$ cat src/vga_macros.svh
/*
 * 800x600 at 60 Hz frame timing, text rectangle geometry,
 * colour constants and the overlay lookup latency
 */
`ifndef VGA_MACROS_SVH
`define VGA_MACROS_SVH

// horizontal timing, in pixels
`define H_VISIBLE 800
`define H_FRONT   40
`define H_SYNC    128
`define H_TOTAL   1056

// vertical timing, in lines
`define V_VISIBLE 600
`define V_FRONT   1
`define V_SYNC    4
`define V_TOTAL   628

// text rectangle, 16 cells by 1.25 rows
`define RECT_X 483
`define RECT_Y 30
`define RECT_W 128
`define RECT_H 20

`define COL_BLACK    12'h000
`define COL_BORDER   12'hfff
`define COL_STRIPE_A 12'h115
`define COL_STRIPE_B 12'h226
`define COL_TEXT     12'h8f8
`define COL_TEXT_BG  12'h115

`define OVERLAY_FETCH_DELAY 2 // text buffer + font rom

`endif

$ cat src/vga_pkg.sv
/*
 * shared types for the display pipeline:
 * coordinates, colour, character code, glyph row, text cell address
 */
package vga_pkg;

  typedef logic [10:0] coord_t;     // pixel or line counter
  typedef logic [11:0] rgb_t;       // 4-4-4 colour

  typedef logic [7:0] char_code_t;

  // leftmost pixel in bit 7
  typedef logic [7:0] font_row_t;

  // {row[3:0], column[3:0]}
  typedef logic [7:0] char_xy_t;

endpackage

$ cat src/draw_background.sv
/*
 * draw_background: white border, two-tone vertical stripes,
 * black in blanking; one register stage
 */
`timescale 1ns/1ps
`include "vga_macros.svh"

module draw_background (
  input  logic            pclk,
  input  logic            rst,
  input  vga_pkg::coord_t hcount_in,
  input  vga_pkg::coord_t vcount_in,
  input  logic            hsync_in,
  input  logic            vsync_in,
  input  logic            hblnk_in,
  input  logic            vblnk_in,
  output vga_pkg::coord_t hcount_out,
  output vga_pkg::coord_t vcount_out,
  output logic            hsync_out,
  output logic            vsync_out,
  output logic            hblnk_out,
  output logic            vblnk_out,
  output vga_pkg::rgb_t   rgb_out
);

  vga_pkg::rgb_t rgb_nxt;
  logic          on_border;

  assign on_border = (hcount_in == 11'd0) ||
                     (hcount_in == vga_pkg::coord_t'(`H_VISIBLE - 1)) ||
                     (vcount_in == 11'd0) ||
                     (vcount_in == vga_pkg::coord_t'(`V_VISIBLE - 1));

  always_comb begin
    if (hblnk_in || vblnk_in) begin
      rgb_nxt = `COL_BLACK;
    end else if (on_border) begin
      rgb_nxt = `COL_BORDER;
    end else begin
      rgb_nxt = hcount_in[5] ? `COL_STRIPE_B : `COL_STRIPE_A; // 32 px stripes
    end
  end

  always_ff @(posedge pclk) begin
    if (rst) begin
      hcount_out <= '0;
      vcount_out <= '0;
      hsync_out  <= 1'b0;
      vsync_out  <= 1'b0;
      hblnk_out  <= 1'b0;
      vblnk_out  <= 1'b0;
      rgb_out    <= '0;
    end else begin
      hcount_out <= hcount_in;
      vcount_out <= vcount_in;
      hsync_out  <= hsync_in;
      vsync_out  <= vsync_in;
      hblnk_out  <= hblnk_in;
      vblnk_out  <= vblnk_in;
      rgb_out    <= rgb_nxt;
    end
  end

endmodule

$ cat config.mk
export PLATFORM = sky130hd
export DESIGN_NAME = draw_background
export DESIGN_NICKNAME = d
export VERILOG_FILES = /design/src/vga_pkg.sv /design/src/draw_background.sv
export VERILOG_INCLUDE_DIRS = /design/src /design/src/src
export SDC_FILE = /design/constraint.sdc
export NUM_CORES = 1
export LEC_CHECK = 0
export BUFFER_PORTS_ARGS = -buffer_cell sky130_fd_sc_hd__buf_2
export CAP_MARGIN = 30
export CORE_UTILIZATION = 35
export DETAILED_ROUTE_END_ITERATION = 7
export PLACE_DENSITY = 0.69
export SYNTH_ARGS = -nofsm -noshare
export SYNTH_HDL_FRONTEND = slang
export SYNTH_SLANG_ARGS = --single-unit
$ cat constraint.sdc
create_clock -name pclk -period 1.4 [get_ports pclk]
set_clock_uncertainty 0.05 [all_clocks]
set_input_delay 0.28 -clock pclk [delete_from_list [all_inputs] [get_ports pclk]]
set_output_delay 0.28 -clock pclk [all_outputs]
set_load 0.05 [all_outputs]
==> metrics.md <==
| Metric | Value |
|---|---|
| Placement Setup Slack | `-0.117 ns` |
| Crit Path Max Fanout | `5` |
| Maxcap violations | `0` |
| Placement row count | `18` |
| Hold Slack | `0.0967 ns` |
| DR pass1 iterations | `2` |
| Syn_area_per_cell | `11.1 µm²` |
| # resized after CTS | `0` |
| DRT antenna net count | `0` |
| Clock Sinks | `30` |
| Final instance area | `1380 µm²` |
| Type of origin of the critical path | `flop` |
| Wl on met1 | `742 µm` |
| Register area share after synthesis | `61.7%` |
| Leak | `0.000705 µW` |
| Final WS setup | `0.106 ns` |
| Initial antenna violation count | `0` |
| PwrDens | `1360 nW/µm²` |
| DP Area | `1300 µm²` |
| Maximum vdd drop | `0.813 mV` |
| Critical Path RT | `1.07 ns` |
| Placer Congestion | `0.669` |
| Cell family with the largest share of critical-path delay | `flip-flops` |
| Met2 routed WL | `986 µm` |
| Worst slew pin tran | `0.257 ns` |
| RSZ-0062 raised after global routing | `true` |
| Buffers & Inverters on Critical Path | `1` |
| PortBufs | `65` |
| Hpwl dp | `1510 µm` |
| Largest net degree at the start of global routing | `27` |
| Worst-path cell chain | `buf_2` |
| F_max | `773 MHz` |
| Slew Limit Fails | `0` |
| Initial core utilization | `38.2%` |
| Final setup TNS | `0 ns` |
| Final worst path period share | `92.4%` |
| Number of synthesized register bits | `30` |
| CORE AREA | `2540 µm²` |
| Syn Nets | `116` |
| Final nets | `182` |
| Hold WC Path Type | `in -> reg` |
| Outcome | `complete, no violations` |
| Tmin final | `1.29 ns` |
| Vias in the first global route | `656` |
| Vias | `798` |
| Total power | `1870 µW` |
| Fin. Hold Viols | `0` |
| First-pass GRT wire length | `2840 µm` |
| Via density | `4.31` |
| CP arrival | `0.96 ns` |
| Slowest stage delay, CP | `0.37 ns` |
| Area Growth Syn to Fin | `41.4%` |
| Die W | `54.7 µm` |
| Cts bufs inserted | `5` |
| Synth cell types | `20` |
| Clock slew at reported path FFs | `0.09 ns` |
| CTS H-tree lvls | `2` |
| Detailed-route DRC error count | `0` |
| Crit end category | `output pin` |
| Mapped Area | `973 µm²` |
| Detailed Route Iter0 Violations | `4` |
| Instance count of the mapped netlist | `88` |
| I/O Pins | `66` |
| Antenna Cells | `0` |
| CP Class | `reg -> out` |
| GR Overflow Total | `0` |
| Slowest cell on crit path | `dfxtp_1` |
| Yosys warns | `0` |
| Avg WL per Cell | `10.4 µm` |
| Share of cells above drive strength 1 | `52.3%` |
| Height of the die | `54.7 µm` |
| Clock Path Buffers | `2` |
| Setup Viol. Count Final | `0` |
| Relative slew slack | `82.8%` |
| Total wire length | `1920 µm` |
| CTS tree | `done` |
| Root Buffer | `clkbuf_4` |
| Met3 routed wirelength | `158 µm` |
| Top sig layer | `met4` |
| Full die area | `3000 µm²` |
| GRT Overall Usage | `14.4%` |
-- layout by cell type (no fill, tap or decap) --
master     count
a21oi_1        2
a31oi_1        1
buf_2         65
buf_4          4
bufinv_16      1
clkbuf_4       5
clkinv_2       2
dfxtp_1       30
inv_1          2
nand2_1        1
nand3_1        1
nand4_1        2
nor2_1         4
nor2b_1       24
nor2b_2        1
nor3_1         1
nor3_2         1
nor4_4         1
o211ai_1       1
o21ai_1        2
or3_1          1
or4_1          2
or4_4          1
-- power by group --
group | internal, µW | total, µW | switching, µW | leakage, µW
logic | 88.3 | 314 | 226 | 0.000411
registers | 895 | 904 | 8.95 | 0.000249
clock network | 370 | 652 | 283 | 0.0000450
total | 1350 | 1870 | 517 | 0.000705
-- metal layers --
layer  vias up  track usage (%)
met5         -                0
met4         0             6.41
met3         4             8.61
met2        35             22.1
met1       346             15.8
li1        413                -
-- layout make-up --
cell class / instances / area [µm²]
Clock buffer: 5 / 37.5
Clock inverter: 3 / 40.0
Fill cell: 264 / 1170
Inverter: 2 / 7.51
Multi-Input combinational cell: 46 / 298
Sequential cell: 30 / 601
Tap cell: 30 / 37.5
Timing Repair Buffer: 69 / 355
-- state kept, by name, summed over array words and instances, names as in the netlist --
name        count
hblnk_out       1
hsync_out       1
vcount_out     11
rgb_out         4
vblnk_out       1
hcount_out     11
vsync_out       1
-- cells by family after synthesis --
family | count (synthesis) | share of synthesized area, %
AND/OR/NAND/NOR | 40 | 27.1
flip-flops | 30 | 61.7
AO/OA/AOI/OAI | 6 | 3.47
buffers and inverters | 12 | 7.71
-- per-stage QoR --
step,utilization (%),instances
global route,54.1,185
global placement,51.0,177
detailed placement,51.0,177
floorplan,-,88
finish,54.1,185
CTS,54.1,185
-- final timing paths --
check,from,to,slack [ns],cells past startpoint
worst max-delay path,rgb_out[10]$_SDFF_PP0_,rgb_out[10],0.11,1
worst min-delay path,hcount_in[5],rgb_out[8]$_SDFF_PP0_,0.1,2
-- synth_stat cells --
master | number | share of area [%]
a21oi_1 | 2 | 1.0
a31oi_1 | 1 | 0.64
buf_4 | 8 | 6.2
clkbuf_1 | 2 | 0.77
dfxtp_1 | 30 | 62
inv_1 | 2 | 0.77
nand2_1 | 1 | 0.39
nand3_1 | 1 | 0.51
nand4_1 | 2 | 1.3
nor2_1 | 4 | 1.5
nor2b_1 | 24 | 15
nor2b_2 | 1 | 0.90
nor3_1 | 1 | 0.51
nor3_2 | 1 | 1.0
nor4_4 | 1 | 2.2
o211ai_1 | 1 | 0.77
o21ai_1 | 2 | 1.0
or3_1 | 1 | 0.64
or4_1 | 2 | 1.5
or4_4 | 1 | 1.2
-- timing repair --
item | CTS | global route
hold buffers | 0 | 0
endpoints found under the setup margin | 0 | 2
setup buffers | 0 | 0
Note: power is estimated with default switching activity, not from simulation.
