**src/vga_macros.svh**
```systemverilog
/*
 * 800x600 at 60 Hz frame timing, text rectangle geometry,
 * colour constants and the overlay lookup latency
 */
`ifndef VGA_MACROS_SVH
`define VGA_MACROS_SVH

// horizontal timing, in pixels
`define H_VISIBLE 800
`define H_FRONT   40
`define H_SYNC    128
`define H_TOTAL   1056

// vertical timing, in lines
`define V_VISIBLE 600
`define V_FRONT   1
`define V_SYNC    4
`define V_TOTAL   628

// text rectangle, 16 cells by 1.25 rows
`define RECT_X 483
`define RECT_Y 30
`define RECT_W 128
`define RECT_H 20

`define COL_BLACK    12'h000
`define COL_BORDER   12'hfff
`define COL_STRIPE_A 12'h115
`define COL_STRIPE_B 12'h226
`define COL_TEXT     12'h8f8
`define COL_TEXT_BG  12'h115

`define OVERLAY_FETCH_DELAY 2 // text buffer + font rom

`endif

```
**src/vga_pkg.sv**
```systemverilog
/*
 * shared types for the display pipeline:
 * coordinates, colour, character code, glyph row, text cell address
 */
package vga_pkg;

  typedef logic [10:0] coord_t;     // pixel or line counter
  typedef logic [11:0] rgb_t;       // 4-4-4 colour

  typedef logic [7:0] char_code_t;

  // leftmost pixel in bit 7
  typedef logic [7:0] font_row_t;

  // {row[3:0], column[3:0]}
  typedef logic [7:0] char_xy_t;

endpackage

```
**src/vga_timing.sv**
```systemverilog
/*
 * vga_timing: free-running 800x600 counters,
 * registered sync and blanking decode
 */
`timescale 1ns/1ps
`include "vga_macros.svh"

module vga_timing (
  input  logic            pclk,
  input  logic            rst,
  output vga_pkg::coord_t hcount,
  output vga_pkg::coord_t vcount,
  output logic            hsync,
  output logic            vsync,
  output logic            hblnk,
  output logic            vblnk
);

  vga_pkg::coord_t hcount_nxt;
  vga_pkg::coord_t vcount_nxt;
  logic            hsync_nxt;
  logic            vsync_nxt;
  logic            hblnk_nxt;
  logic            vblnk_nxt;

  always_comb begin
    if (hcount == vga_pkg::coord_t'(`H_TOTAL - 1)) begin
      hcount_nxt = '0;
      if (vcount == vga_pkg::coord_t'(`V_TOTAL - 1)) begin
        vcount_nxt = '0;
      end else begin
        vcount_nxt = vcount + 11'd1;
      end
    end else begin
      hcount_nxt = hcount + 11'd1;
      vcount_nxt = vcount; // line holds until hcount wraps
    end
  end

  // decode from the next values so the flags land with the counters
  assign hblnk_nxt = (hcount_nxt >= vga_pkg::coord_t'(`H_VISIBLE));
  assign vblnk_nxt = (vcount_nxt >= vga_pkg::coord_t'(`V_VISIBLE));

  assign hsync_nxt = (hcount_nxt >= vga_pkg::coord_t'(`H_VISIBLE + `H_FRONT)) &&
                     (hcount_nxt <  vga_pkg::coord_t'(`H_VISIBLE + `H_FRONT + `H_SYNC));
  assign vsync_nxt = (vcount_nxt >= vga_pkg::coord_t'(`V_VISIBLE + `V_FRONT)) &&
                     (vcount_nxt <  vga_pkg::coord_t'(`V_VISIBLE + `V_FRONT + `V_SYNC));

  always_ff @(posedge pclk) begin
    if (rst) begin
      hcount <= '0;
      vcount <= '0;
      hsync  <= 1'b0;
      vsync  <= 1'b0;
      hblnk  <= 1'b0;
      vblnk  <= 1'b0;
    end else begin
      hcount <= hcount_nxt;
      vcount <= vcount_nxt;
      hsync  <= hsync_nxt;  // active high
      vsync  <= vsync_nxt;
      hblnk  <= hblnk_nxt;
      vblnk  <= vblnk_nxt;
    end
  end

endmodule

```
**config.mk**
```make
export PLATFORM = sky130hd
export DESIGN_NAME = vga_timing
export DESIGN_NICKNAME = d
export VERILOG_FILES = /design/src/vga_pkg.sv /design/src/vga_timing.sv
export VERILOG_INCLUDE_DIRS = /design/src /design/src/src
export SDC_FILE = /design/constraint.sdc
export NUM_CORES = 1
export LEC_CHECK = 0
export ABC_AREA = 1
export BUFFER_PORTS_ARGS = -buffer_cell sky130_fd_sc_hd__buf_4
export CORE_MARGIN = 4
export CORE_UTILIZATION = 30
export DETAILED_ROUTE_END_ITERATION = 8
export GPL_TIMING_DRIVEN = 0
export HOLD_SLACK_MARGIN = 0.12
export PLACE_DENSITY = 0.56
export REMOVE_ABC_BUFFERS = 1
export SETUP_SLACK_MARGIN = 0.15
export SLEW_MARGIN = 20
export SYNTH_ARGS = -nofsm -noshare
export SYNTH_HDL_FRONTEND = slang
export SYNTH_SLANG_ARGS = --single-unit
```
**constraint.sdc**
```tcl
create_clock -name pclk -period 1.9 [get_ports pclk]
set_input_delay 0.285 -clock pclk [delete_from_list [all_inputs] [get_ports pclk]]
set_output_delay 0.285 -clock pclk [all_outputs]
set_load 0.02 [all_outputs]
```
==> results.toml <==
[placement]
gp_congestion = 0.845
io_buffer_count = 27
place.detailed.hpwl_um = 2670

[timing]
setup_viol = 0
worst_pin_slew_ns = 0.319
finalMaxSlewViolations = 0
holdWs_ns = 0.364
fin_crit_ns = 1.78
setup_tns_ns = 0
relSlewSlack_pct = 78.7
hold_viol_final = 0
rsz0062_at_grt = "yes"
min_period_over_period_pct = 93.5
clock_skew_ns = 0.00349
fmax_mhz = 563

[setup_path]
slowest_delay_ns = 0.37
crit_fanout = 6
r2r-end = "hsync"
cpMaxStageDelayCell = "dfxtp_4"
required_ns = 2.08
r2r_start = "hcount[0]"
cp.depth = 12
critical_path_class = "reg2reg"
path_cells = "ha_4 -> nand3_1 -> nor2_2 -> nand2_2 -> nor2_2 -> inv_1 -> o21ai_2 -> nand3_4 -> nand3_1 -> nor2_1 -> nor2_1 -> nor2_1"
cp-startpoint = "hcount[0]"
cp-start-kind = "flip-flop"
critPathBufInv = 1
worst_path_most_repeated_cell = "nor2_1"
end_kind = "flip-flop"
crit_family = "simple AND/OR/NAND/NOR gates"
reg2reg_depth = 12
regToRegSetupSlack_ns = 0.12
worstPathArrival_ns = 1.96

[synth]
netlist_area_um2 = 1550
yosysTopAreaCell = "dfxtp_1"
ys_top_cells_by_area = "dfxtp_1, nand2_1, nor2_1, inv_1, nand3_1"
ys_async_sr_fraction_pct = 0
synth_ff_type = "dfxtp_1"
synth-seq-cells = 26
yosys.cell_types.count = 31
synth_seq_area_share_pct = 33.6
synth_cells = 242
yosysTopAreaCellShare_pct = 33.6
synth_enable_flop_cells = 0
avgSynthCellArea_um2 = 6.41
yosys_warnings = 0

[floorplanning]
die_h_um = 79.9
die_w_um = 79.9
io_pins = 28
coreArea_um2 = 4850
die-area_um2 = 6380
num_rows = 25
initial_core_util_pct = 32.0

[route]
via_per_inst = 4.68
via_count = 1649
wl_um = 4040
wl_per_cell_um = 11.5
drt-initial-drc-count = 78
drcViolationCount = 0
first_pass_iters = 4
ant_nets = 0

[power]
p_sw_share_pct = 20.8
power_density_nw_per_um2 = 499
p_sw_uw = 224
power.internal_uw = 852
comb_power_share_pct = 4.6
pwr-share-seq_pct = 51.5
peakVddDrop_mv = 0.335
leakage_uw = 0.000925
clock_power_share_pct = 43.9

[global_route]
grt_pass1_vias = 1572
grt_pass1_wl_um = 6840
grt_max_degree = 27
grt_use_total_pct = 13.2
grt_overflow = 0
antenna_found_initial = 0

[final_layout]
final_cell_mix = "nand2_1, buf_4, nor2_1"
layout_commonest_cell = "nand2_1"
nFillCells = 508
syn_to_final_growth_pct = 39.0
drive_above_1_share_pct = 35.8
diodes = 0
finish.net_count = 290

[cts]
clockBufferDepth = 2
cts_tree = "yes"
root_buffer = "clkbuf_8"
cts_buffers = 3
htree_num_levels = 1
clkLatencyLatePin_ns = 0.27
cts_sinks = 26
cts_hold_buf = 0
clk_pin_slew_ns = 0.10

[worst_hold_path]
min_path_cells = 2
holdCritPathClass = "in2reg"
min-delay-start = "rst"
hold-path-endpoint = "hcount[10]"

[status]
status = "complete, no violations"

[job]
cap_violations = 0
through the flow:
step | total power [uW] | instances | worst slack, ns | instance area (um^2) | util [%]
global route | 1130 | 352 | -0.0592 | 2150 | 44.4
CTS | 1090 | 346 | 0.112 | 2040 | 42.1
floorplan | 586 | 234 | -0.236 | 1500 | -
global placement | 607 | 328 | -0.392 | 1790 | 36.8
detailed placement | 607 | 328 | -0.422 | 1790 | 36.8
finish | 1080 | 352 | 0.123 | 2150 | 44.4
layout make-up:
| cell class | instances | area (um^2) | share of cell area, % |
|---|---|---|---|
| clock buffers | 3 | 41.3 | 1.92 |
| clock inverters | 1 | 30.0 | 1.39 |
| inverters | 33 | 126 | 5.87 |
| multi-input cells | 176 | 976 | 45.3 |
| flip-flops and latches | 26 | 548 | 25.4 |
| well taps | 67 | 83.8 | 3.89 |
| repair buffers | 46 | 349 | 16.2 |
power groups by stage:
stage	Combinational [uW]	Sequential (uW)	Clock (uW)
detailed placement	38.4	568	0
floorplan	11.6	574	0
global placement	38.2	568	0
CTS	47.7	557	490
global route	54.1	556	517
finish	49.3	554	472
metal layers:
layer  vias to the layer above  share of wire, %  GRT usage, %
met5                         -                 0             0
met4                         0              0.72          2.87
met3                         4               4.7          2.71
met2                        38                48          23.3
met1                       756                46          16.5
li1                        851                 -             -
timing repair:
item	CTS	global route
gates resized for setup	26	24
gates cloned	1	0
setup endpoints to repair	13	5
endpoints found under the hold margin	0	0
buffers inserted	13	6
pin swaps	9	12
registers in the layout, summed over array words and instances (netlist names):
| name | count |
|---|---|
| hblnk | 1 |
| hcount | 11 |
| hsync | 1 |
| vblnk | 1 |
| vcount | 11 |
| vsync | 1 |
cells by family after synthesis:
| logic type | Yosys count | synth area share, % |
|---|---|---|
| fa+ha+maj | 2 | 1.61 |
| flops | 26 | 33.6 |
| simple gates | 150 | 43.1 |
| xor+xnor | 6 | 3.39 |
| compound gates | 17 | 7.02 |
| buf+inv | 41 | 11.3 |
worst max path at each step:
stage,to
3_3_place_gp,vsync
4_1_cts,vblnk
3_5_place_dp,vsync
2_1_floorplan,vblnk
6_report,hsync
5_1_grt,hsync
synth_stat cells, drive strengths merged, types with 2 or more instances:
cell type	count
clkbuf	3
nand4	9
nand3	23
a21oi	7
ha	2
nor3	7
nor2	53
inv	33
dfxtp	26
buf	5
xor2	5
nand2	56
o21ai	5
o21bai	3
Power figures use the tool's default switching activity.
