[src/vga_macros.svh]
/*
 * 800x600 at 60 Hz frame timing, text rectangle geometry,
 * colour constants and the overlay lookup latency
 */
`ifndef VGA_MACROS_SVH
`define VGA_MACROS_SVH

// horizontal timing, in pixels
`define H_VISIBLE 800
`define H_FRONT   40
`define H_SYNC    128
`define H_TOTAL   1056

// vertical timing, in lines
`define V_VISIBLE 600
`define V_FRONT   1
`define V_SYNC    4
`define V_TOTAL   628

// text rectangle, 16 cells by 1.25 rows
`define RECT_X 483
`define RECT_Y 30
`define RECT_W 128
`define RECT_H 20

`define COL_BLACK    12'h000
`define COL_BORDER   12'hfff
`define COL_STRIPE_A 12'h115
`define COL_STRIPE_B 12'h226
`define COL_TEXT     12'h8f8
`define COL_TEXT_BG  12'h115

`define OVERLAY_FETCH_DELAY 2 // text buffer + font rom

`endif

[src/vga_pkg.sv]
/*
 * shared types for the display pipeline:
 * coordinates, colour, character code, glyph row, text cell address
 */
package vga_pkg;

  typedef logic [10:0] coord_t;     // pixel or line counter
  typedef logic [11:0] rgb_t;       // 4-4-4 colour

  typedef logic [7:0] char_code_t;

  // leftmost pixel in bit 7
  typedef logic [7:0] font_row_t;

  // {row[3:0], column[3:0]}
  typedef logic [7:0] char_xy_t;

endpackage

[src/text_buffer.sv]
/*
 * text_buffer: fixed message ROM, one character per text cell,
 * registered read
 */
`timescale 1ns/1ps

module text_buffer (
  input  logic                pclk,
  input  vga_pkg::char_xy_t   char_xy,
  output vga_pkg::char_code_t char_code
);

  always_ff @(posedge pclk) begin
    case (char_xy)
      // row 0
      8'h00: char_code <= "V";
      8'h01: char_code <= "G";
      8'h02: char_code <= "A";
      8'h03: char_code <= " ";
      8'h04: char_code <= "T";
      8'h05: char_code <= "E";
      8'h06: char_code <= "X";
      8'h07: char_code <= "T";
      8'h08: char_code <= " ";
      8'h09: char_code <= "O";
      8'h0a: char_code <= "V";
      8'h0b: char_code <= "E";
      8'h0c: char_code <= "R";
      8'h0d: char_code <= "L";
      8'h0e: char_code <= "A";
      8'h0f: char_code <= "Y";
      // row 1, only its top 4 lines are shown
      8'h10: char_code <= "0";
      8'h11: char_code <= "1";
      8'h12: char_code <= "2";
      8'h13: char_code <= "3";
      8'h14: char_code <= "4";
      8'h15: char_code <= "5";
      8'h16: char_code <= "6";
      8'h17: char_code <= "7";
      8'h18: char_code <= "8";
      8'h19: char_code <= "9";
      8'h1a: char_code <= "A";
      8'h1b: char_code <= "B";
      8'h1c: char_code <= "C";
      8'h1d: char_code <= "D";
      8'h1e: char_code <= "E";
      8'h1f: char_code <= "F";
      default: char_code <= " ";
    endcase
  end

endmodule

[config.mk]
export PLATFORM = sky130hd
export DESIGN_NAME = text_buffer
export DESIGN_NICKNAME = d
export VERILOG_FILES = /design/src/vga_macros.svh /design/src/vga_pkg.sv /design/src/text_buffer.sv
export SDC_FILE = /design/constraint.sdc
export NUM_CORES = 1
export LEC_CHECK = 0
export BUFFER_PORTS_ARGS = -buffer_cell sky130_fd_sc_hd__buf_2
export CAP_MARGIN = 20
export CELL_PAD_IN_SITES_DETAIL_PLACEMENT = 1
export CELL_PAD_IN_SITES_GLOBAL_PLACEMENT = 1
export CORE_MARGIN = 1.5
export CORE_UTILIZATION = 25
export DETAILED_ROUTE_END_ITERATION = 10
export GPL_TIMING_DRIVEN = 0
export PLACE_DENSITY_LB_ADDON = 0.1
export SLEW_MARGIN = 20
export SYNTH_ARGS = -nofsm -noshare
export SYNTH_HDL_FRONTEND = slang
export SYNTH_SLANG_ARGS = --single-unit
export TNS_END_PERCENT = 5
[constraint.sdc]
create_clock -name pclk -period 1.2 [get_ports pclk]
set_input_delay 0.12 -clock pclk [delete_from_list [all_inputs] [get_ports pclk]]
set_output_delay 0.12 -clock pclk [all_outputs]
set_load 0.005 [all_outputs]
==> flow_summary_export.csv, run 1 <==
group,metric,value,unit
synth,synth-seq-area-share,24.2,%
timing,max_freq,0.878,GHz
critical_path,critPathCaptureType,"flip-flop",
detailed_routing,drtPass1Iterations,4,
synth,syn_inst,69,
timing,setup_ws,0.0613,ns
global_routing,grt_max_degree,13,
synth,synth_top_area_share,24.2,%
clock_tree,post-cts-setup-buffers,0,
power,clkPwrFrac,32.2,%
synth,synth_cell_types,28,
detailed_routing,vias,523,
timing,drv_slew,0,
timing,setup_viol,0,
placement,port_buffers,14,
global_routing,grt_overflow,0,
power,ir_worst_vdd,0.348,mV
power,leakage,0.339,nW
die,core_area,2190,µm²
critical_path,criticalPathCategory,"input pin to flip-flop",
final_layout,regMostFlops,"char_code",
power,p_switching,0.000168,W
critical_path,arrival,1.26,ns
final_layout,drive_gt1_share,32.2,%
timing,rsz0062_at_grt,"false",
timing,hold_violations,0,
die,die_w,51.1,µm
power,power.density,830,nW/µm²
placement,place.gp.congestion,0.695,
final_layout,area.growth.synth_to_final,28.8,%
synth,synth_area_leaders,"dfxtp_1, ha_1, mux2i_1",
timing,period_share,94.9,%
run_status,status,"complete, no violations",
clock_tree,cts_root_buf,"clkbuf_4",
clock_tree,cts_tree,"built",
hold_path,min_path_type,"input pin to flip-flop",
die,die_y,51.1,µm
final_layout,diodes,0,
die,die_area,2610,µm²
timing,fin_crit,1.14,ns
clock_tree,h-tree-depth,1,
power,p_sw_share,27.2,%
die,initial_core_util,26.4,%
detailed_routing,drt_wl_total,1360,µm
detailed_routing,drt-wirelength-per-cell,11.8,µm
synth,yosysWarnings,0,
final_layout,final_cell_mix,"buf_2, nor2_1, dfxtp_1",
power,power,0.000618,W
synth,synth_seq_cells,7,
placement,hpwlAfterDp,1060,µm
global_routing,antenna_found_initial,0,
clock_tree,clock-sinks,7,
job,maxCapViolCount,0,
final_layout,largest_register_ffs,7,
synth,syn_area_per_cell,8.38,µm²
clock_tree,clockBufferDepth,2,
synth,synth_top_area_cell,"dfxtp_1",
global_routing,grtUsageTotal,11.8,%
power,power_frac_comb,28.6,%
critical_path,startpoint_type,"input pin",
detailed_routing,antenna_left,0,
synth,synthesis.area,578,µm²
timing,fin_tns_setup,0,ns
final_layout,final_common_cell,"buf_2",
die,std_cell_rows,17,
power,intPower,0.000450,W
detailed_routing,vias_per_cell,4.55,
detailed_routing,drc,0,
clock_tree,clk_pin_slew,0.05,ns
final_layout,layout.nets,104,
global_routing,grt_pass1_vias,527,
synth,syn-num-nets,85,
final_layout,reg.largest.list,"char_code x7",
clock_tree,tritoncts.num_buffers,3,
placement,place_ws,-0.464,ns
die,io_pins,17,
detailed_routing,drt-initial-drc-count,7,
critical_path,required,1.32,ns
global_routing,grt_pass1_wl,2340,µm
power,p_seq_share,39.2,%
critical_path,critPathMaxFanout,12,
power by group through the flow:
stage	Combinational, W	Clock, W	Sequential (W)
5_1_grt	0.000199	0.000229	0.000242
4_1_cts	0.000178	0.000210	0.000242
3_5_place_dp	0.000161	0	0.000247
6_report	0.000177	0.000199	0.000242
2_1_floorplan	0.000105	0	0.000248
3_3_place_gp	0.000160	0	0.000246
final timing paths:
path | cells past startpoint | startpoint | slack (ns) | endpoint
setup / recovery | 6 | char_xy[1] | 0.06 | char_code[0]
hold / removal | 4 | char_xy[3] | 0.27 | char_code[4]
what timing repair did:
action                                  4_1_cts  5_1_grt
hold buffers                                  0        0
endpoints found under the setup margin        3        2
pin swaps                                     0        1
gates resized for setup                       6        1
cell families after synthesis:
logic type / Yosys count / synth area share, %
AO/OA/AOI/OAI: 21 / 23.4
AND/OR/NAND/NOR: 18 / 15.8
buffers and inverters: 10 / 9.09
adder cells (fa/ha/maj): 7 / 15.2
flip-flops: 7 / 24.2
multiplexers: 5 / 11.7
other: 1 / 0.649
final cells by class:
class	instances	area, µm²
Timing Repair Buffer	14	75.1
Buffer	6	37.5
Sequential cell	7	140
Inverter	4	15.0
Tap cell	28	35.0
Multi-Input combinational cell	52	415
Fill cell	277	1450
Clock buffer	4	26.3
critical path, cell delays in order:
cell	delay [ns]
clkbuf_4	0.17
inv_2	0.13
ha_4	0.23
mux4_2	0.46
nand2b_1	0.09
a21oi_1	0.05
layer usage:
| layer | track usage [%] | wire length [µm] | vias to the layer above |
|---|---|---|---|
| met5 | 0 | 0 | - |
| met4 | 8.11 | 19 | 0 |
| met3 | 0.877 | 66 | 2 |
| met2 | 19.7 | 609 | 15 |
| met1 | 14.4 | 665 | 227 |
| li1 | - | - | 279 |
per-stage QoR:
stage / std cells / utilization [%] / hold slack [ns] / cell area (µm²)
floorplan: 69 / - / 0.351 / 578
global placement: 111 / 31.2 / 0.496 / 683
detailed placement: 111 / 31.2 / 0.495 / 683
CTS: 115 / 33.9 / 0.269 / 742
global route: 115 / 34.0 / 0.283 / 744
finish: 115 / 34.0 / 0.275 / 744
cells in the mapped netlist:
cell	count
a2111oi_1	1
buf_6	1
dfxtp_1	7
nand2b_1	2
nand2_1	2
a31oi_1	2
inv_1	4
o21a_1	2
nor3b_1	3
a21oi_1	5
nand3_1	1
or3_1	1
o32ai_1	1
o21ai_0	5
a21o_1	2
mux2i_1	3
clkbuf_1	1
mux4_2	1
ha_1	7
buf_2	3
nor2_1	7
buf_4	1
a211oi_1	2
conb_1	1
nor3_1	1
nor2b_1	1
a311oi_1	1
mux2_4	1
(Power assumes the default switching activity.)
==> inputs of run 2 (changes only) <==
- GPL_TIMING_DRIVEN: 0 -> default
==> run 2 against run 1 <==
Non-clock buffer count up 5. Total power is 6.8% higher. Clock power rose by 12%. Combinational power rose by 10%. Critical path type unchanged. Sequential cell count stayed put. Largest power group unchanged. Critical endpoint is now char_code[2]. Die area did not move.
==> flow_summary_export.csv, run 2 (synthesis gave the netlist of run 1 again) <==
group,metric,value,unit
run_status,status,"complete, no violations",
detailed_routing,drt_wl_total,1560,µm
critical_path,criticalPathCategory,"input pin to flip-flop",
clock_tree,cts_tree,"built",
timing,setup_viol,0,
final_layout,regMostFlops,"char_code",
placement,hpwlAfterDp,1160,µm
clock_tree,clk_pin_slew,0.05,ns
detailed_routing,drt-initial-drc-count,5,
placement,place_ws,-0.213,ns
critical_path,arrival,1.30,ns
timing,setup_ws,0.0868,ns
global_routing,grtUsageTotal,13.0,%
timing,holdWs,0.210,ns
global_routing,antenna_found_initial,0,
critical_path,cp-startpoint,"char_xy[0]",
critical_path,endpoint,"char_code[2]",
placement,port_buffers,15,
critical_path,required,1.39,ns
final_layout,diodes,0,
global_routing,grt_pass1_wl,2460,µm
clock_tree,clock-sinks,7,
die,core_area,2190,µm²
final_layout,reg.largest.list,"char_code x7",
detailed_routing,drt-wirelength-per-cell,13.0,µm
clock_tree,hold_buffers,0,
detailed_routing,drtPass1Iterations,3,
global_routing,grt_pass1_vias,536,
power,leakage,0.372,nW
detailed_routing,vias_per_cell,4.73,
final_layout,layout.nets,109,
die,initial_core_util,26.4,%
clock_tree,h-tree-depth,1,
final_layout,largest_register_ffs,7,
timing,hold_violations,0,
timing,max_freq,0.898,GHz
global_routing,grt_max_degree,18,
die,die_area,2610,µm²
power,power,0.000660,W
die,die_w,51.1,µm
power,power.density,844,nW/µm²
final_layout,final_cell_mix,"buf_2, buf_4, nor2_1, ha_1, dfxtp_1",
final_layout,final_core_util,35.7,%
hold_path,min_path_type,"input pin to flip-flop",
timing,drv_slew,0,
die,io_pins,17,
die,std_cell_rows,17,
critical_path,critPathCaptureType,"flip-flop",
global_routing,grt_overflow,0,
critical_path,startpoint_type,"input pin",
critical_path,critPathMaxFanout,3,
power,ir_worst_vdd,0.392,mV
clock_tree,clockBufferDepth,2,
final_layout,drive_gt1_share,33.7,%
detailed_routing,vias,568,
final_layout,fillCellCount,275,
die,die_y,51.1,µm
detailed_routing,antenna_left,0,
clock_tree,cts_root_buf,"clkbuf_4",
timing,fin_crit,1.11,ns
final_layout,final_common_cell,"buf_2",
job,maxCapViolCount,0,
clock_tree,tritoncts.num_buffers,3,
final_layout,area.growth.synth_to_final,35.3,%
timing,period_share,92.8,%
placement,place.gp.congestion,0.710,
detailed_routing,drc,0,
==> run 2: cell count changes in the layout (fill, tap and decap cells not counted), sizes merged <==
| cell | before | now |
|---|---|---|
| buf | 18 | 25 |
| clkbuf | 6 | 4 |
==> run 2: per-layer routing <==
layer | track usage (%) | wire length, µm
met5 | 0 | 0
met4 | 5.41 | 25
met3 | 2.63 | 67
met2 | 21.4 | 736
met1 | 16.3 | 733
==> run 2: report_power, final <==
| group | internal [W] | total [W] | switching, W |
|---|---|---|---|
| registers | 0.000240 | 0.000242 | 0.00000169 |
| logic | 0.0000971 | 0.000195 | 0.0000977 |
| clock network | 0.000127 | 0.000223 | 0.0000956 |
| total | 0.000465 | 0.000660 | 0.000195 |
==> run 2: cell type report <==
| class | count | area, µm² | share of cell area, % |
|---|---|---|---|
| multi-input cells | 52 | 403 | 51.5 |
| repair buffers | 25 | 163 | 20.8 |
| flip-flops and latches | 7 | 140 | 17.9 |
| well taps | 28 | 35.0 | 4.48 |
| clock buffers | 4 | 26.3 | 3.36 |
| inverters | 4 | 15.0 | 1.92 |
==> run 2: critical path, cell delays in order <==
cell and delay, ns:
buf_2 0.09, inv_1 0.06, ha_1 0.19, mux2_4 0.28, a2111oi_4 0.36, a31oi_1 0.08
nor2_1 0.11
==> run 2: how the worst min path moves through the flow <==
stage	start	endpoint	slack [ns]	depth (start not counted)
2_1_floorplan	char_xy[2]	char_code[3]	0.35	3
3_3_place_gp	char_xy[2]	char_code[5]	0.49	2
3_5_place_dp	char_xy[2]	char_code[5]	0.48	2
4_1_cts	char_xy[2]	char_code[5]	0.21	2
5_1_grt	char_xy[2]	char_code[5]	0.22	2
6_report	char_xy[2]	char_code[5]	0.21	2
==> run 2: repair_timing <==
action                                  CTS  global route
resized for setup                         0             2
endpoints found under the setup margin    0             1
buffers inserted                          0             0
==> run 2: through the flow <==
| step | TNS, ns | instances | area (µm²) |
|---|---|---|---|
| 2_1_floorplan | -0.0197 | 69 | 578 |
| 3_3_place_gp | -0.464 | 116 | 738 |
| 3_5_place_dp | -0.527 | 116 | 738 |
| 4_1_cts | 0 | 120 | 764 |
| 5_1_grt | -0.0126 | 120 | 782 |
| 6_report | 0 | 120 | 782 |
==> inputs of run 3 (changes only) <==
- CORE_ASPECT_RATIO: default -> 1.25
- CORE_MARGIN: 1.5 -> 3
- TNS_END_PERCENT: 5 -> 50
==> run 3 against run 2 <==
Count of clock-buffer cells in the layout did not move. Largest cell class unchanged. Global-route usage down 0.27 points. Sequential share of layout area is 0.41 points higher. Non-clock buffer count down 1. Total power is 3.2% lower. Worst hold slack better by 0.040 ns. Routed wire length rose by 1.1%. Die area increased by 12%.
==> flow_summary_export.csv, run 3 (synthesis gave the netlist of run 1 again) <==
group,metric,value,unit
detailed_routing,drt-wirelength-per-cell,13.0,µm
critical_path,crit_family,"compound AO/OA/AOI/OAI gates",
detailed_routing,drtPass1Iterations,3,
detailed_routing,vias_per_cell,4.73,
critical_path,crit_path_top_delay_cell,"a2111oi_2",
final_layout,layout.cell_area.non_filler,764,µm²
clock_tree,cts_root_buf,"clkbuf_4",
detailed_routing,drt-initial-drc-count,5,
final_layout,reg.largest.list,"char_code x7",
final_layout,largest_register_ffs,7,
hold_path,hold_depth,3,
timing,drv_slew,0,
detailed_routing,antenna_left,0,
placement,port_buffers,15,
critical_path,path_buf_inv,2,
placement,place.gp.congestion,0.706,
clock_tree,h-tree-depth,1,
global_routing,antenna_found_initial,0,
detailed_routing,drc,0,
clock_tree,post-cts-setup-buffers,0,
global_routing,grt_pass1_vias,567,
clock_tree,clk_pin_slew,0.05,ns
placement,hpwlAfterDp,1240,µm
die,core_area,2090,µm²
die,die_area,2930,µm²
clock_tree,cts_tree,"built",
clock_tree,tritoncts.num_buffers,3,
final_layout,drive_gt1_share,33.0,%
final_layout,diodes,0,
timing,setup_viol,0,
power,leakage,0.365,nW
timing,rsz0062_at_grt,"false",
critical_path,arrival,1.29,ns
final_layout,final_common_cell,"buf_2",
detailed_routing,drt_wl_total,1580,µm
critical_path,critPathCaptureType,"flip-flop",
timing,period_share,91.9,%
clock_tree,hold_buffers,0,
critical_path,cp_slowest_stage_delay,0.36,ns
detailed_routing,vias,572,
power,power.density,836,nW/µm²
final_layout,final_cell_mix,"buf_2, buf_4, nor2_1, ha_1, dfxtp_1",
die,die_y,59.8,µm
critical_path,criticalPathCategory,"input pin to flip-flop",
critical_path,required,1.39,ns
timing,hold_violations,0,
timing,max_freq,0.907,GHz
final_layout,fin_cells,121,
die,io_pins,17,
timing,fin_crit,1.10,ns
placement,place_area,733,µm²
critical_path,crit_chain,"buf_2, inv_1, ha_1, mux2_4, a2111oi_2, a31oi_1, nor2_1",
final_layout,regMostFlops,"char_code",
timing,setup_ws,0.0974,ns
clock_tree,clockBufferDepth,2,
critical_path,startpoint_type,"input pin",
final_layout,layout.nets,108,
hold_path,hold_path_end,"char_code[0]",
die,std_cell_rows,18,
hold_path,min_path_type,"input pin to flip-flop",
global_routing,grt_pass1_wl,2760,µm
clock_tree,clock-sinks,7,
final_layout,area.growth.synth_to_final,32.3,%
die,die_w,49.0,µm
global_routing,grtUsageTotal,12.7,%
die,initial_core_util,27.6,%
critical_path,critPathMaxFanout,3,
job,maxCapViolCount,0,
global_routing,grt_max_degree,18,
global_routing,grt_overflow,0,
placement,place_ws,-0.227,ns
run_status,status,"complete, no violations",
hold_path,hold_start,"char_xy[7]",
final_layout,final_core_util,36.5,%
power,ir_worst_vdd,0.281,mV
timing,fin_tns_setup,0,ns
placement,dpl.cell_count,117,
[run 3: changes by cell type in the layout (fill, tap and decap cells not counted)]
| cell | delta |
|---|---|
| buf_4 | -1 |
| a2111oi_2 | +1 |
| a2111oi_4 | -1 |
[run 3: stage by stage]
| step | power, W | hold slack, ns |
|---|---|---|
| 2_1_floorplan | 0.000354 | 0.351 |
| 3_3_place_gp | 0.000428 | 0.497 |
| 3_5_place_dp | 0.000432 | 0.499 |
| 4_1_cts | 0.000648 | 0.255 |
| 5_1_grt | 0.000702 | 0.262 |
| 6_report | 0.000639 | 0.250 |
[run 3: cell type report]
cell class              count  area (µm²)
fillers                   279        1330
clock buffers               4        26.3
repair buffers             24         155
multi-input cells          52         390
well taps                  30        37.5
flip-flops and latches      7         140
inverters                   4        15.0
[run 3: tightest hold or removal path: cells and delay by family]
kind / cells / cell delay (ns)
AOI/OAI and AO/OA: 1 / 0.06
and+or+nand+nor: 1 / 0.20
buffers and inverters: 1 / 0.07
[run 3: what timing repair did]
item,4_1_cts,5_1_grt
endpoints found under the setup margin,0,1
resized for setup,0,1
hold endpoints to repair,0,0
[run 3: how the worst max path moves through the flow]
stage,from,endpoint,slack (ns),cells past startpoint
after floorplan,char_xy[0],char_code[0],-0.02,5
after CTS,char_xy[0],char_code[2],0.03,7
after global routing,char_xy[0],char_code[2],0.03,7
after global placement,char_xy[0],char_code[2],-0.22,7
final,char_xy[0],char_code[2],0.1,7
after detailed placement,char_xy[0],char_code[2],-0.23,7
[run 3: power by group]
part	switching, W	internal [W]
Combinational	0.0000954	0.0000902
Sequential	0.00000147	0.000241
Clock	0.0000844	0.000127
Total	0.000181	0.000458
[run 3: metal layers]
metal / vias to the layer above / global-route usage, % / share of wire, %
met5: - / 0 / 0
li1: 286 / - / -
met4: 0 / 8.54 / 1.7
met2: 17 / 21.2 / 48
met3: 4 / 3.49 / 5.3
met1: 265 / 14.4 / 45
