`src/vga_macros.svh`:
```
/*
 * 800x600 at 60 Hz frame timing, text rectangle geometry,
 * colour constants and the overlay lookup latency
 */
`ifndef VGA_MACROS_SVH
`define VGA_MACROS_SVH

// horizontal timing, in pixels
`define H_VISIBLE 800
`define H_FRONT   40
`define H_SYNC    128
`define H_TOTAL   1056

// vertical timing, in lines
`define V_VISIBLE 600
`define V_FRONT   1
`define V_SYNC    4
`define V_TOTAL   628

// text rectangle, 16 cells by 1.25 rows
`define RECT_X 483
`define RECT_Y 30
`define RECT_W 128
`define RECT_H 20

`define COL_BLACK    12'h000
`define COL_BORDER   12'hfff
`define COL_STRIPE_A 12'h115
`define COL_STRIPE_B 12'h226
`define COL_TEXT     12'h8f8
`define COL_TEXT_BG  12'h115

`define OVERLAY_FETCH_DELAY 2 // text buffer + font rom

`endif

```
`src/vga_pkg.sv`:
```
/*
 * shared types for the display pipeline:
 * coordinates, colour, character code, glyph row, text cell address
 */
package vga_pkg;

  typedef logic [10:0] coord_t;     // pixel or line counter
  typedef logic [11:0] rgb_t;       // 4-4-4 colour

  typedef logic [7:0] char_code_t;

  // leftmost pixel in bit 7
  typedef logic [7:0] font_row_t;

  // {row[3:0], column[3:0]}
  typedef logic [7:0] char_xy_t;

endpackage

```
`src/signal_delay.sv`:
```
/*
 * signal_delay: DEPTH-stage register chain
 * for a WIDTH-bit bundle, cleared by reset
 */
`timescale 1ns/1ps

module signal_delay #(
  parameter int WIDTH = 8,
  parameter int DEPTH = 2
) (
  input  logic             pclk,
  input  logic             rst,
  input  logic [WIDTH-1:0] din,
  output logic [WIDTH-1:0] dout
);

  logic [WIDTH-1:0] stage [DEPTH];

  always_ff @(posedge pclk) begin
    if (rst) begin
      for (int i = 0; i < DEPTH; i++) begin
        stage[i] <= '0;
      end
    end else begin
      stage[0] <= din;
      for (int i = 1; i < DEPTH; i++) begin
        stage[i] <= stage[i-1]; // shift toward dout
      end
    end
  end

  assign dout = stage[DEPTH-1];

endmodule

```
`src/draw_rect_char.sv`:
```
/*
 * draw_rect_char: text overlay on a fixed rectangle,
 * cell/line lookup, 2-cycle fetch alignment, output register
 */
`timescale 1ns/1ps
`include "vga_macros.svh"

module draw_rect_char (
  input  logic               pclk,
  input  logic               rst,
  input  vga_pkg::coord_t    hcount_in,
  input  vga_pkg::coord_t    vcount_in,
  input  logic               hsync_in,
  input  logic               vsync_in,
  input  logic               hblnk_in,
  input  logic               vblnk_in,
  input  vga_pkg::rgb_t      rgb_in,
  input  vga_pkg::font_row_t char_pixels,
  output vga_pkg::coord_t    hcount_out,
  output vga_pkg::coord_t    vcount_out,
  output logic               hsync_out,
  output logic               vsync_out,
  output logic               hblnk_out,
  output logic               vblnk_out,
  output vga_pkg::rgb_t      rgb_out,
  output vga_pkg::char_xy_t  char_xy,
  output logic [3:0]         char_line
);

  localparam int DLY_W = 2 * $bits(vga_pkg::coord_t) + 4 + $bits(vga_pkg::rgb_t);

  vga_pkg::coord_t rel_x;
  vga_pkg::coord_t rel_y;
  vga_pkg::coord_t hcount_d;
  vga_pkg::coord_t vcount_d;
  vga_pkg::coord_t rel_x_d;
  logic            hsync_d;
  logic            vsync_d;
  logic            hblnk_d;
  logic            vblnk_d;
  vga_pkg::rgb_t   rgb_d;
  vga_pkg::rgb_t   rgb_nxt;
  logic            in_rect;

  // position inside the rectangle, garbage outside it
  assign rel_x   = hcount_in - vga_pkg::coord_t'(`RECT_X);
  assign rel_y   = vcount_in - vga_pkg::coord_t'(`RECT_Y);
  assign char_xy = {rel_y[7:4], rel_x[6:3]}; // 8x16 px cells

  // line meets char_code at the font rom one cycle later
  always_ff @(posedge pclk) begin
    char_line <= rel_y[3:0];
  end

  signal_delay #(
    .WIDTH(DLY_W),
    .DEPTH(`OVERLAY_FETCH_DELAY)
  ) timing_dly_i (
    .pclk(pclk),
    .rst (rst),
    .din ({hcount_in, vcount_in, hsync_in, vsync_in, hblnk_in, vblnk_in, rgb_in}),
    .dout({hcount_d, vcount_d, hsync_d, vsync_d, hblnk_d, vblnk_d, rgb_d})
  );

  assign rel_x_d = hcount_d - vga_pkg::coord_t'(`RECT_X);

  assign in_rect = (hcount_d >= vga_pkg::coord_t'(`RECT_X)) &&
                   (hcount_d <  vga_pkg::coord_t'(`RECT_X + `RECT_W)) &&
                   (vcount_d >= vga_pkg::coord_t'(`RECT_Y)) &&
                   (vcount_d <  vga_pkg::coord_t'(`RECT_Y + `RECT_H));

  always_comb begin
    if (in_rect && !hblnk_d && !vblnk_d) begin
      // bit 7 is the leftmost pixel of the cell
      rgb_nxt = char_pixels[~rel_x_d[2:0]] ? `COL_TEXT : `COL_TEXT_BG;
    end else begin
      rgb_nxt = rgb_d; // background through
    end
  end

  always_ff @(posedge pclk) begin
    if (rst) begin
      hcount_out <= '0;
      vcount_out <= '0;
      hsync_out  <= 1'b0;
      vsync_out  <= 1'b0;
      hblnk_out  <= 1'b0;
      vblnk_out  <= 1'b0;
      rgb_out    <= '0;
    end else begin
      hcount_out <= hcount_d;
      vcount_out <= vcount_d;
      hsync_out  <= hsync_d;
      vsync_out  <= vsync_d;
      hblnk_out  <= hblnk_d;
      vblnk_out  <= vblnk_d;
      rgb_out    <= rgb_nxt;
    end
  end

endmodule

```
`config.mk`:
```
export PLATFORM = sky130hd
export DESIGN_NAME = draw_rect_char
export DESIGN_NICKNAME = d
export VERILOG_FILES = /design/src/vga_pkg.sv /design/src/signal_delay.sv /design/src/draw_rect_char.sv
export VERILOG_INCLUDE_DIRS = /design/src /design/src/src
export SDC_FILE = /design/constraint.sdc
export NUM_CORES = 1
export LEC_CHECK = 0
export BUFFER_PORTS_ARGS = -buffer_cell sky130_fd_sc_hd__buf_2
export CORE_UTILIZATION = 55
export CTS_CLUSTER_SIZE = 28
export DETAILED_ROUTE_END_ITERATION = 12
export PLACE_DENSITY = 0.93
export SLEW_MARGIN = 20
export SYNTH_ARGS = -nofsm -noshare
export SYNTH_HDL_FRONTEND = slang
export SYNTH_SLANG_ARGS = --single-unit
```
`constraint.sdc`:
```
create_clock -name pclk -period 3.15 [get_ports pclk]
set_input_delay 0.4725 -clock pclk [delete_from_list [all_inputs] [get_ports pclk]]
set_output_delay 0.4725 -clock pclk [all_outputs]
set_load 0.005 [all_outputs]
```
==> results of run 1 <==
-- routing by layer --
metal | track usage, % | wire (µm)
met1 | 17.3 | 2360
met2 | 36.5 | 3370
met3 | 9.34 | 355
met4 | 10.0 | 99
met5 | 0 | 0
-- cell usage in the layout (no fill, tap or decap), types with 2 or more instances in the layout --
cell and n:
a2111oi_4 2, clkinv_4 4, clkbuf_16 16, a21oi_2 2
buf_4 3, nand3_1 2, xnor2_1 4, o21a_1 5
buf_2 96, inv_8 2, nor2b_1 103, a41oi_1 2
clkinvlp_4 3, and2_1 3, xor2_1 6, nand2b_1 4
dfxtp_1 118, a21oi_1 3, nor4_1 2, nor2_1 5
ha_1 2, nand2_1 2, inv_6 3, bufinv_16 3
-- where the power goes --
| group | total, mW | internal (mW) | leakage [nW] | switching (mW) |
|---|---|---|---|---|
| clock network | 1.94 | 1.23 | 0.289 | 0.717 |
| logic | 0.172 | 0.0918 | 0.842 | 0.0802 |
| registers | 1.58 | 1.56 | 0.972 | 0.0213 |
| total | 3.69 | 2.87 | 2.10 | 0.818 |
-- through the flow --
step           std cells  power (mW)  area, µm²  hold slack, ns
6_report             485        3.69       4710          0.0757
5_1_grt              485        3.82       4710          0.0602
4_1_cts              485        3.72       4710          0.0530
3_5_place_dp         453        1.78       4100           0.420
3_3_place_gp         453        1.77       4100           0.408
2_1_floorplan        294        1.71       3580           0.406
-- cells by family (layout without fill, tap and decap cells) --
| family | count (synthesis) | count (layout) |
|---|---|---|
| AND/OR/NAND/NOR | 125 | 125 |
| flip-flops | 118 | 118 |
| buffers and inverters | 18 | 132 |
| multiplexers | 3 | 3 |
| adder cells (fa/ha/maj) | 2 | 2 |
| AO/OA/AOI/OAI | 18 | 18 |
| XOR/XNOR | 10 | 10 |
-- worst max-delay path: cells and delay by family (launching register included) --
| family | cells | cell delay, ns |
|---|---|---|
| compound gates | 5 | 1.71 |
| flops | 1 | 0.39 |
-- cell type report --
cell class	count	area [µm²]
clock inverters	15	196
well taps	77	96.3
clock buffers	17	414
multi-input cells	158	1130
inverters	1	3.75
repair buffers	99	503
flip-flops and latches	118	2360
fillers	419	1610
-- flip-flops by register name (all words and copies together) (netlist names) --
| name | flops |
|---|---|
| hblnk_out | 1 |
| char_line | 4 |
| vblnk_out | 1 |
| vsync_out | 1 |
| rgb_out | 12 |
| hcount_out | 11 |
| timing_dly_i.stage | 76 |
| vcount_out | 11 |
| hsync_out | 1 |
-- worst max path at each step --
| stage | startpoint | to | slack (ns) |
|---|---|---|---|
| 2_1_floorplan | hcount_in[1] | char_xy[3] | 1.40 |
| 3_5_place_dp | timing_dly_i.stage[0][65] | rgb_out[3] | 0.98 |
| 5_1_grt | timing_dly_i.stage[0][65] | rgb_out[11] | 0.81 |
| 6_report | timing_dly_i.stage[0][65] | rgb_out[3] | 0.93 |
| 3_3_place_gp | hcount_in[1] | char_xy[3] | 1.05 |
| 4_1_cts | timing_dly_i.stage[0][65] | rgb_out[11] | 0.93 |
==> results.json, run 1 <==
{
  "setup_slack_ns": 0.935,
  "status": "finished clean",
  "overflow": 0,
  "netlist_area_um2": 3580,
  "yosysWarnings": 0,
  "worstMarginPinSlew_ns": 0.853,
  "die-area_um2": 6840,
  "fin_nets": 445,
  "initial_utilization_pct": 56.8,
  "yosysMostFrequentCell": "dfxtp_1",
  "antenna_left": 0,
  "synthToLayoutAreaGrowth_pct": 31.3,
  "finalSetupViolations": 0,
  "synth_commonest_cells": "dfxtp_1 (118), nor2b_1 (103), clkbuf_1 (6), xor2_1 (6)",
  "seq_area_frac_synth_pct": 65.9,
  "min_path_type": "input port to register",
  "worstPathArrival_ns": 2.61,
  "grt_pass1_wl_mm": 9.16,
  "synth_adder_area_share_pct": 0.698,
  "ioPinCount": 98,
  "coreArea_um2": 6310,
  "cts-htree-levels": 4,
  "tns_ns": 0,
  "period_minus_slack_ns": 2.22,
  "wl_mm": 6.19,
  "vias_per_cell": 4.57,
  "cts_root_buf": "clkbuf_8",
  "synth_top_cell_area_share_pct": 65.9,
  "cp.required_ns": 3.55,
  "worstReg2RegEnd": "rgb_out[3]",
  "cts_hold_buf": 0,
  "drc": 0,
  "clkTransAtPathRegs_ns": 0.06,
  "muxShareOfSynthArea_pct": 1.99,
  "tritoncts": "built",
  "worst_setup_path_start_kind": "register",
  "die_h_um": 82.7,
  "synth_edf_count": 0,
  "synth-main-ff-cell": "dfxtp_1",
  "dpl_worst_slack_ns": 0.978,
  "grt_start_max_net_pins": 63,
  "critPathMaxFanout": 12,
  "cts_buffers": 17,
  "syn_nets": 344,
  "synth-simple-area-share_pct": 21.5,
  "cts_max_path_buffers": 2,
  "ys_ff_latch": 118,
  "insertedDiodeCount": 0,
  "rows": 29,
  "postCtsResizedCells": 0,
  "cp-end-kind": "register",
  "synthArstFlopShare_pct": 0,
  "hpwl_mm": 3.88,
  "holdPathStages": 1,
  "synth_top_area_cell": "dfxtp_1",
  "post_cts_buffers": 0,
  "min_from": "vcount_in[0]",
  "cts_sinks": 118,
  "r2r_slack_ns": 0.93,
  "netlist_instances": 294,
  "chipWidth_um": 82.7,
  "max_freq_ghz": 0.451,
  "antenna_found_initial": 1,
  "relSlewSlack_pct": 43.1,
  "crit_top_cell": "a2111oi_4",
  "min_to": "char_line[0]",
  "clock_latency_ns": 0.51,
  "cp_slowest_cell": "a2111oi_4",
  "drt-pass1-iter-count": 4,
  "grt_pass1_vias": 2122,
  "synth-compound-area-share_pct": 4.85,
  "maxSlewViolCount": 0,
  "timing.rr.start": "timing_dly_i.stage[0][65]",
  "final_layout_size_suffix_gt1_share_pct": 34.3,
  "skew_ns": 0.00749,
  "initialDrtViolationCount": 45,
  "final_core_util_pct": 74.5,
  "synth_top_family_by_area": "simple AND/OR/NAND/NOR gates",
  "rsz0062_at_grt": "false",
  "gp_congestion": 0.756,
  "crit_chain": "a2111oi_4 -> o21ai_2 -> a2111oi_4 -> a21oi_2 -> o21a_1",
  "cp_slowest_stage_delay_ns": 0.82,
  "synth_cell_types": 33,
  "p_leak_nw": 2.10,
  "num_vias": 2216,
  "r2r_cells": 5,
  "numPortBuffers": 97,
  "syn_area_per_cell_um2": 12.2,
  "routedWlPerCell_um": 12.8,
  "cap_viol_max_count": 0,
  "criticalPathCategory": "register to register",
  "finalCritPeriodShare_pct": 70.3,
  "yosys.area_share.xor_xnor_pct": 2.44,
  "hold_violations": 0,
  "ys_top_cells_by_area": "dfxtp_1 (66%), nor2b_1 (18%), a2111oi_4 (1.5%)",
  "power_per_cell_area_nw_per_um2": 784,
  "peakVddDrop_mv": 0.541,
  "grt.total_usage_pct": 19.6
}
No activity file was read; power rests on OpenSTA's default activity.
==> inputs of run 2 (changes only) <==
--- a/config.mk
+++ b/config.mk
@@ -7,10 +7,10 @@
 export NUM_CORES = 1
 export LEC_CHECK = 0
 export BUFFER_PORTS_ARGS = -buffer_cell sky130_fd_sc_hd__buf_2
-export CORE_UTILIZATION = 55
+export CORE_UTILIZATION = 51
 export CTS_CLUSTER_SIZE = 28
 export DETAILED_ROUTE_END_ITERATION = 12
-export PLACE_DENSITY = 0.93
+export PLACE_DENSITY = 0.88
 export SLEW_MARGIN = 20
 export SYNTH_ARGS = -nofsm -noshare
 export SYNTH_HDL_FRONTEND = slang
==> constraint.sdc (replaced) <==
create_clock -name pclk -period 2.3 [get_ports pclk]
set_input_delay 0.345 -clock pclk [delete_from_list [all_inputs] [get_ports pclk]]
set_output_delay 0.345 -clock pclk [all_outputs]
set_load 0.005 [all_outputs]
==> run 2 against run 1 <==
Core utilization is 5.7 points lower. Combinational power is 38% higher. Via count is 1.3% lower. Wire length fell by 5.3%. Critical path depth increased by 2. Die area rose by 7.7%. Sequential share of layout area up 0.34 points. Non-clock buffer count increased by 1. Count of clock-buffer cells in the layout up 5. Global-route usage shrank 2.1 points. Largest power group unchanged.
==> results.json, run 2 (synthesis gave the netlist of run 1 again) <==
{
  "postCtsResizedCells": 0,
  "coreArea_um2": 6790,
  "grt_pass1_vias": 2040,
  "clkTransAtPathRegs_ns": 0.05,
  "cts_hold_buf": 1,
  "ioPinCount": 98,
  "dp_cells": 472,
  "crit_chain": "buf_2 -> a21oi_1 -> nor2b_1 -> nor2b_1 -> nand2b_1 -> xnor2_1 -> buf_2",
  "maxSlewViolCount": 0,
  "cp_slowest_cell": "a21oi_1",
  "grt.total_usage_pct": 17.5,
  "skew_ns": 0.00790,
  "gp_congestion": 0.726,
  "final_cell_count_no_fill": 505,
  "insertedDiodeCount": 0,
  "power_per_cell_area_nw_per_um2": 1010,
  "final_layout_size_suffix_gt1_share_pct": 33.5,
  "grt_start_max_net_pins": 60,
  "final_cell_mix": "dfxtp_1 (118), nor2b_1 (103), buf_2 (96), clkbuf_16 (16), clkinv_2 (7)",
  "cp.required_ns": 1.96,
  "rsz0062_at_grt": "false",
  "tns_ns": 0,
  "comb_power_share_pct": 5.1,
  "cts_max_path_buffers": 2,
  "p_sw_uw": 969,
  "worst_setup_path_start_kind": "input port",
  "chipWidth_um": 85.8,
  "initial_utilization_pct": 52.7,
  "cts_root_buf": "clkbuf_8",
  "grt_pass1_wl_mm": 9.30,
  "worstPathArrival_ns": 1.59,
  "drc": 0,
  "relSlewSlack_pct": 60.7,
  "drt-pass1-iter-count": 4,
  "swShare_pct": 20.6,
  "critPathMaxFanout": 2,
  "cp_slowest_stage_delay_ns": 0.23,
  "rows": 30,
  "post_cts_buffers": 0,
  "worstMarginPinSlew_ns": 0.590,
  "wl_mm": 5.87,
  "cts_sinks": 118,
  "num_vias": 2187,
  "initialDrtViolationCount": 54,
  "fin_nets": 446,
  "internal_power_mw": 3.73,
  "final_common_cell": "dfxtp_1",
  "die-area_um2": 7370,
  "cts_buffers": 17,
  "regMostFlops": "timing_dly_i.stage",
  "largest_reg_flops": 76,
  "cap_viol_max_count": 0,
  "cp-end-kind": "output port",
  "antenna_found_initial": 0,
  "antenna_left": 0,
  "hpwl_mm": 4.05,
  "overflow": 0,
  "peakVddDrop_mv": 0.704,
  "cts-htree-levels": 4,
  "status": "finished clean",
  "min_path_type": "input port to register",
  "hold_violations": 0,
  "period_minus_slack_ns": 1.94,
  "finalSetupViolations": 0,
  "tritoncts": "built",
  "criticalPathCategory": "input port to output port",
  "routedWlPerCell_um": 11.6,
  "p_leak_nw": 2.09,
  "clock_latency_ns": 0.50,
  "numPortBuffers": 97,
  "vias_per_cell": 4.33,
  "share_seq_of_total_power_pct": 46.0,
  "die_h_um": 85.8,
  "clkPwrFrac_pct": 49.0,
  "max_freq_ghz": 0.517,
  "top_regs": "timing_dly_i.stage x76, rgb_out x12",
  "finalCritPeriodShare_pct": 84.1,
  "synthToLayoutAreaGrowth_pct": 30.4
}
run 2: power groups by stage:
stage / logic (mW) / clock network, mW / registers, mW
after global placement: 0.231 / 0 / 2.20
after floorplan: 0.140 / 0 / 2.20
after detailed placement: 0.238 / 0 / 2.20
after global routing: 0.262 / 2.45 / 2.17
after CTS: 0.242 / 2.34 / 2.16
final: 0.238 / 2.30 / 2.16
run 2: worst max-delay path, delay by kind of cell:
family / cells / cell delay, ns
AND/OR/NAND/NOR: 3 / 0.60
buffers and inverters: 2 / 0.25
AO/OA/AOI/OAI: 1 / 0.23
XOR/XNOR: 1 / 0.15
run 2: cell type report:
| type | instances | area, µm² |
|---|---|---|
| flip-flops and latches | 118 | 2360 |
| fillers | 513 | 2120 |
| multi-input cells | 158 | 1130 |
| repair buffers | 100 | 526 |
| clock buffers | 22 | 453 |
| well taps | 96 | 120 |
| clock inverters | 10 | 80.1 |
| inverters | 1 | 3.75 |
run 2: path summary, 6_finish.rpt:
check | startpoint | to | slack (ns) | cells past startpoint
setup / recovery | hcount_in[1] | char_xy[3] | 0.36 | 7
hold / removal | rgb_in[9] | timing_dly_i.stage[0][9] | 0.05 | 2
setup reg to reg | timing_dly_i.stage[0][65] | rgb_out[7] | 0.37 | 6
hold reg to reg | timing_dly_i.stage[0][48] | rgb_out[10] | 0.42 | 1
run 2: per-stage QoR:
stage                     instance area [µm²]  hold WS [ns]  setup slack (ns)  total power [mW]  utilization [%]
after floorplan                          3580         0.373             0.607              2.34                -
after global placement                   4130         0.413             0.381              2.43             60.8
after detailed placement                 4130         0.414             0.367              2.44             60.8
after CTS                                4670        0.0292             0.337              4.74             68.8
after global routing                     4670        0.0360             0.270              4.88             68.8
final                                    4670        0.0475             0.365              4.70             68.8
run 2: metal layers:
metal | GRT usage [%] | part of all wire, % | wire length [µm]
met1 | 17.0 | 39 | 2290
met2 | 31.3 | 54 | 3170
met3 | 7.51 | 4.5 | 264
met4 | 9.70 | 2.4 | 141
met5 | 0 | 0 | 0
==> inputs of run 3 (changes only) <==
==> constraint.sdc (replaced) <==
create_clock -name pclk -period 1.9 [get_ports pclk]
set_input_delay 0.285 -clock pclk [delete_from_list [all_inputs] [get_ports pclk]]
set_output_delay 0.285 -clock pclk [all_outputs]
set_load 0.005 [all_outputs]
==> run 3 against run 2 <==
Non-clock buffer count is 20 higher. Sequential power is 21% higher. Sequential cell count stayed put. Combinational power is 36% higher. Clock power is 31% higher. Sequential share of layout area is 2.5 points lower. Largest cell class unchanged. Highest routed layer unchanged.
==> results.json, run 3 (synthesis gave the netlist of run 1 again) <==
{
  "status": "finished clean",
  "antenna_left": 0,
  "setup_slack_ns": 0.100,
  "skew_ns": 0.00930,
  "holdWs_ns": 0.0179,
  "gp_congestion": 0.743,
  "peakVddDrop_mv": 0.903,
  "swShare_pct": 19.1,
  "coreArea_um2": 6790,
  "grt_pass1_wl_mm": 10.2,
  "drc": 0,
  "power_mw": 5.95,
  "drt-pass1-iter-count": 4,
  "rsz0062_at_grt": "false",
  "cp-end-kind": "register",
  "r2r_slack_ns": 0.10,
  "use_met2_pct": 34.8,
  "cts_sinks": 118,
  "critPathMaxFanout": 12,
  "rows": 30,
  "finalCritPeriodShare_pct": 94.7,
  "grt_pass1_vias": 2299,
  "clkTransAtPathRegs_ns": 0.05,
  "cap_viol_max_count": 0,
  "vias_per_cell": 4.41,
  "insertedDiodeCount": 0,
  "clock_latency_ns": 0.50,
  "min_path_type": "input port to register",
  "power_per_cell_area_nw_per_um2": 1210,
  "criticalPathCategory": "register to register",
  "final_cell_count_no_fill": 522,
  "grt_start_max_net_pins": 47,
  "placed_cell_area_um2": 4150,
  "finalSetupViolations": 0,
  "regMostFlops": "timing_dly_i.stage",
  "initialDrtViolationCount": 43,
  "hold_violations": 0,
  "synthToLayoutAreaGrowth_pct": 37.2,
  "worstMarginPinSlew_ns": 0.478,
  "period_minus_slack_ns": 1.80,
  "tritoncts": "built",
  "cts-htree-levels": 4,
  "worstPathArrival_ns": 2.19,
  "maxSlewViolCount": 0,
  "share_seq_of_total_power_pct": 44.0,
  "die-area_um2": 7370,
  "antenna_found_initial": 0,
  "num_vias": 2304,
  "fin_nets": 466,
  "fillers": 459,
  "grt.met1_usage_pct": 18.4,
  "comb_power_share_pct": 5.4,
  "dpl_worst_slack_ns": 0.0545,
  "busiest_layer": "met2",
  "cts_buffers": 17,
  "final_cell_mix": "dfxtp_1 (118), nor2b_1 (102), buf_2 (96), dlygate4sd3_1 (19), clkbuf_16 (16)",
  "relSlewSlack_pct": 68.1,
  "chipWidth_um": 85.8,
  "dp_cells": 474,
  "die_h_um": 85.8,
  "p_sw_mw": 1.14,
  "cp.required_ns": 2.29,
  "wl_mm": 6.35,
  "initial_utilization_pct": 52.7,
  "numPortBuffers": 97,
  "tns_ns": 0,
  "fin_area_um2": 4920,
  "overflow": 0,
  "cts_root_buf": "clkbuf_8",
  "hpwl_mm": 4.08,
  "worst_setup_path_start_kind": "register",
  "final_layout_size_suffix_gt1_share_pct": 32.2,
  "cts_max_path_buffers": 2,
  "max_freq_ghz": 0.556,
  "largest_reg_flops": 76,
  "p_leak_nw": 2.19,
  "final_core_util_pct": 72.4,
  "top_regs": "timing_dly_i.stage x76, rgb_out x12",
  "routedWlPerCell_um": 12.2,
  "grt.total_usage_pct": 19.1,
  "clkPwrFrac_pct": 50.6,
  "use_met3_pct": 6.74,
  "internal_power_mw": 4.81,
  "ioPinCount": 98,
  "final_common_cell": "dfxtp_1"
}
run 3: cell count changes in the layout (fill, tap and decap cells not counted), moves of 2 or more:
cell and change:
clkbuf_8 +4, clkinv_2 -6, clkinvlp_4 -2, dlygate4sd3_1 +18
run 3: timing repair:
action,4_1_cts,5_1_grt
endpoints found under the hold margin,19,0
resized for setup,0,2
hold buffers,19,0
endpoints found under the setup margin,0,9
buffers inserted,0,0
run 3: power groups by stage:
stage | clock network [mW] | registers (mW) | logic [mW]
floorplan | 0 | 2.66 | 0.170
detailed placement | 0 | 2.67 | 0.292
global placement | 0 | 2.66 | 0.283
global route | 3.18 | 2.62 | 0.357
finish | 3.01 | 2.62 | 0.323
CTS | 3.05 | 2.62 | 0.324
run 3: final timing paths:
check / depth (start not counted) / to / start
worst min-delay path: 2 / timing_dly_i.stage[0][0] / rgb_in[0]
worst max-delay path: 6 / rgb_out[6] / timing_dly_i.stage[0][65]
worst min register to register: 1 / timing_dly_i.stage[0][44] / timing_dly_i.stage[0][6]
worst max register to register: 6 / rgb_out[6] / timing_dly_i.stage[0][65]
run 3: worst max-delay path, cell delays in order (launching register included):
cell and delay (ns):
dfxtp_1 0.37, a2111oi_4 0.41, o21ai_2 0.11, a2111oi_4 0.37, buf_6 0.20, a21oi_2 0.10
o21a_1 0.14
run 3: final cells by class:
cell class | count | area, µm² | share of cell area [%]
Clock buffer | 26 | 508 | 10.3
Tap cell | 96 | 120 | 2.44
Multi-Input combinational cell | 158 | 1130 | 23.0
Timing Repair Buffer | 120 | 724 | 14.7
Clock inverter | 3 | 65.1 | 1.32
Inverter | 1 | 3.75 | 0.0764
Sequential cell | 118 | 2360 | 48.1
run 3: per-layer routing:
metal / vias up / part of all wire [%]
met3: 13 / 4.2
met5: - / 0
met4: 0 / 2.2
li1: 1169 / -
met2: 64 / 55
met1: 1058 / 39
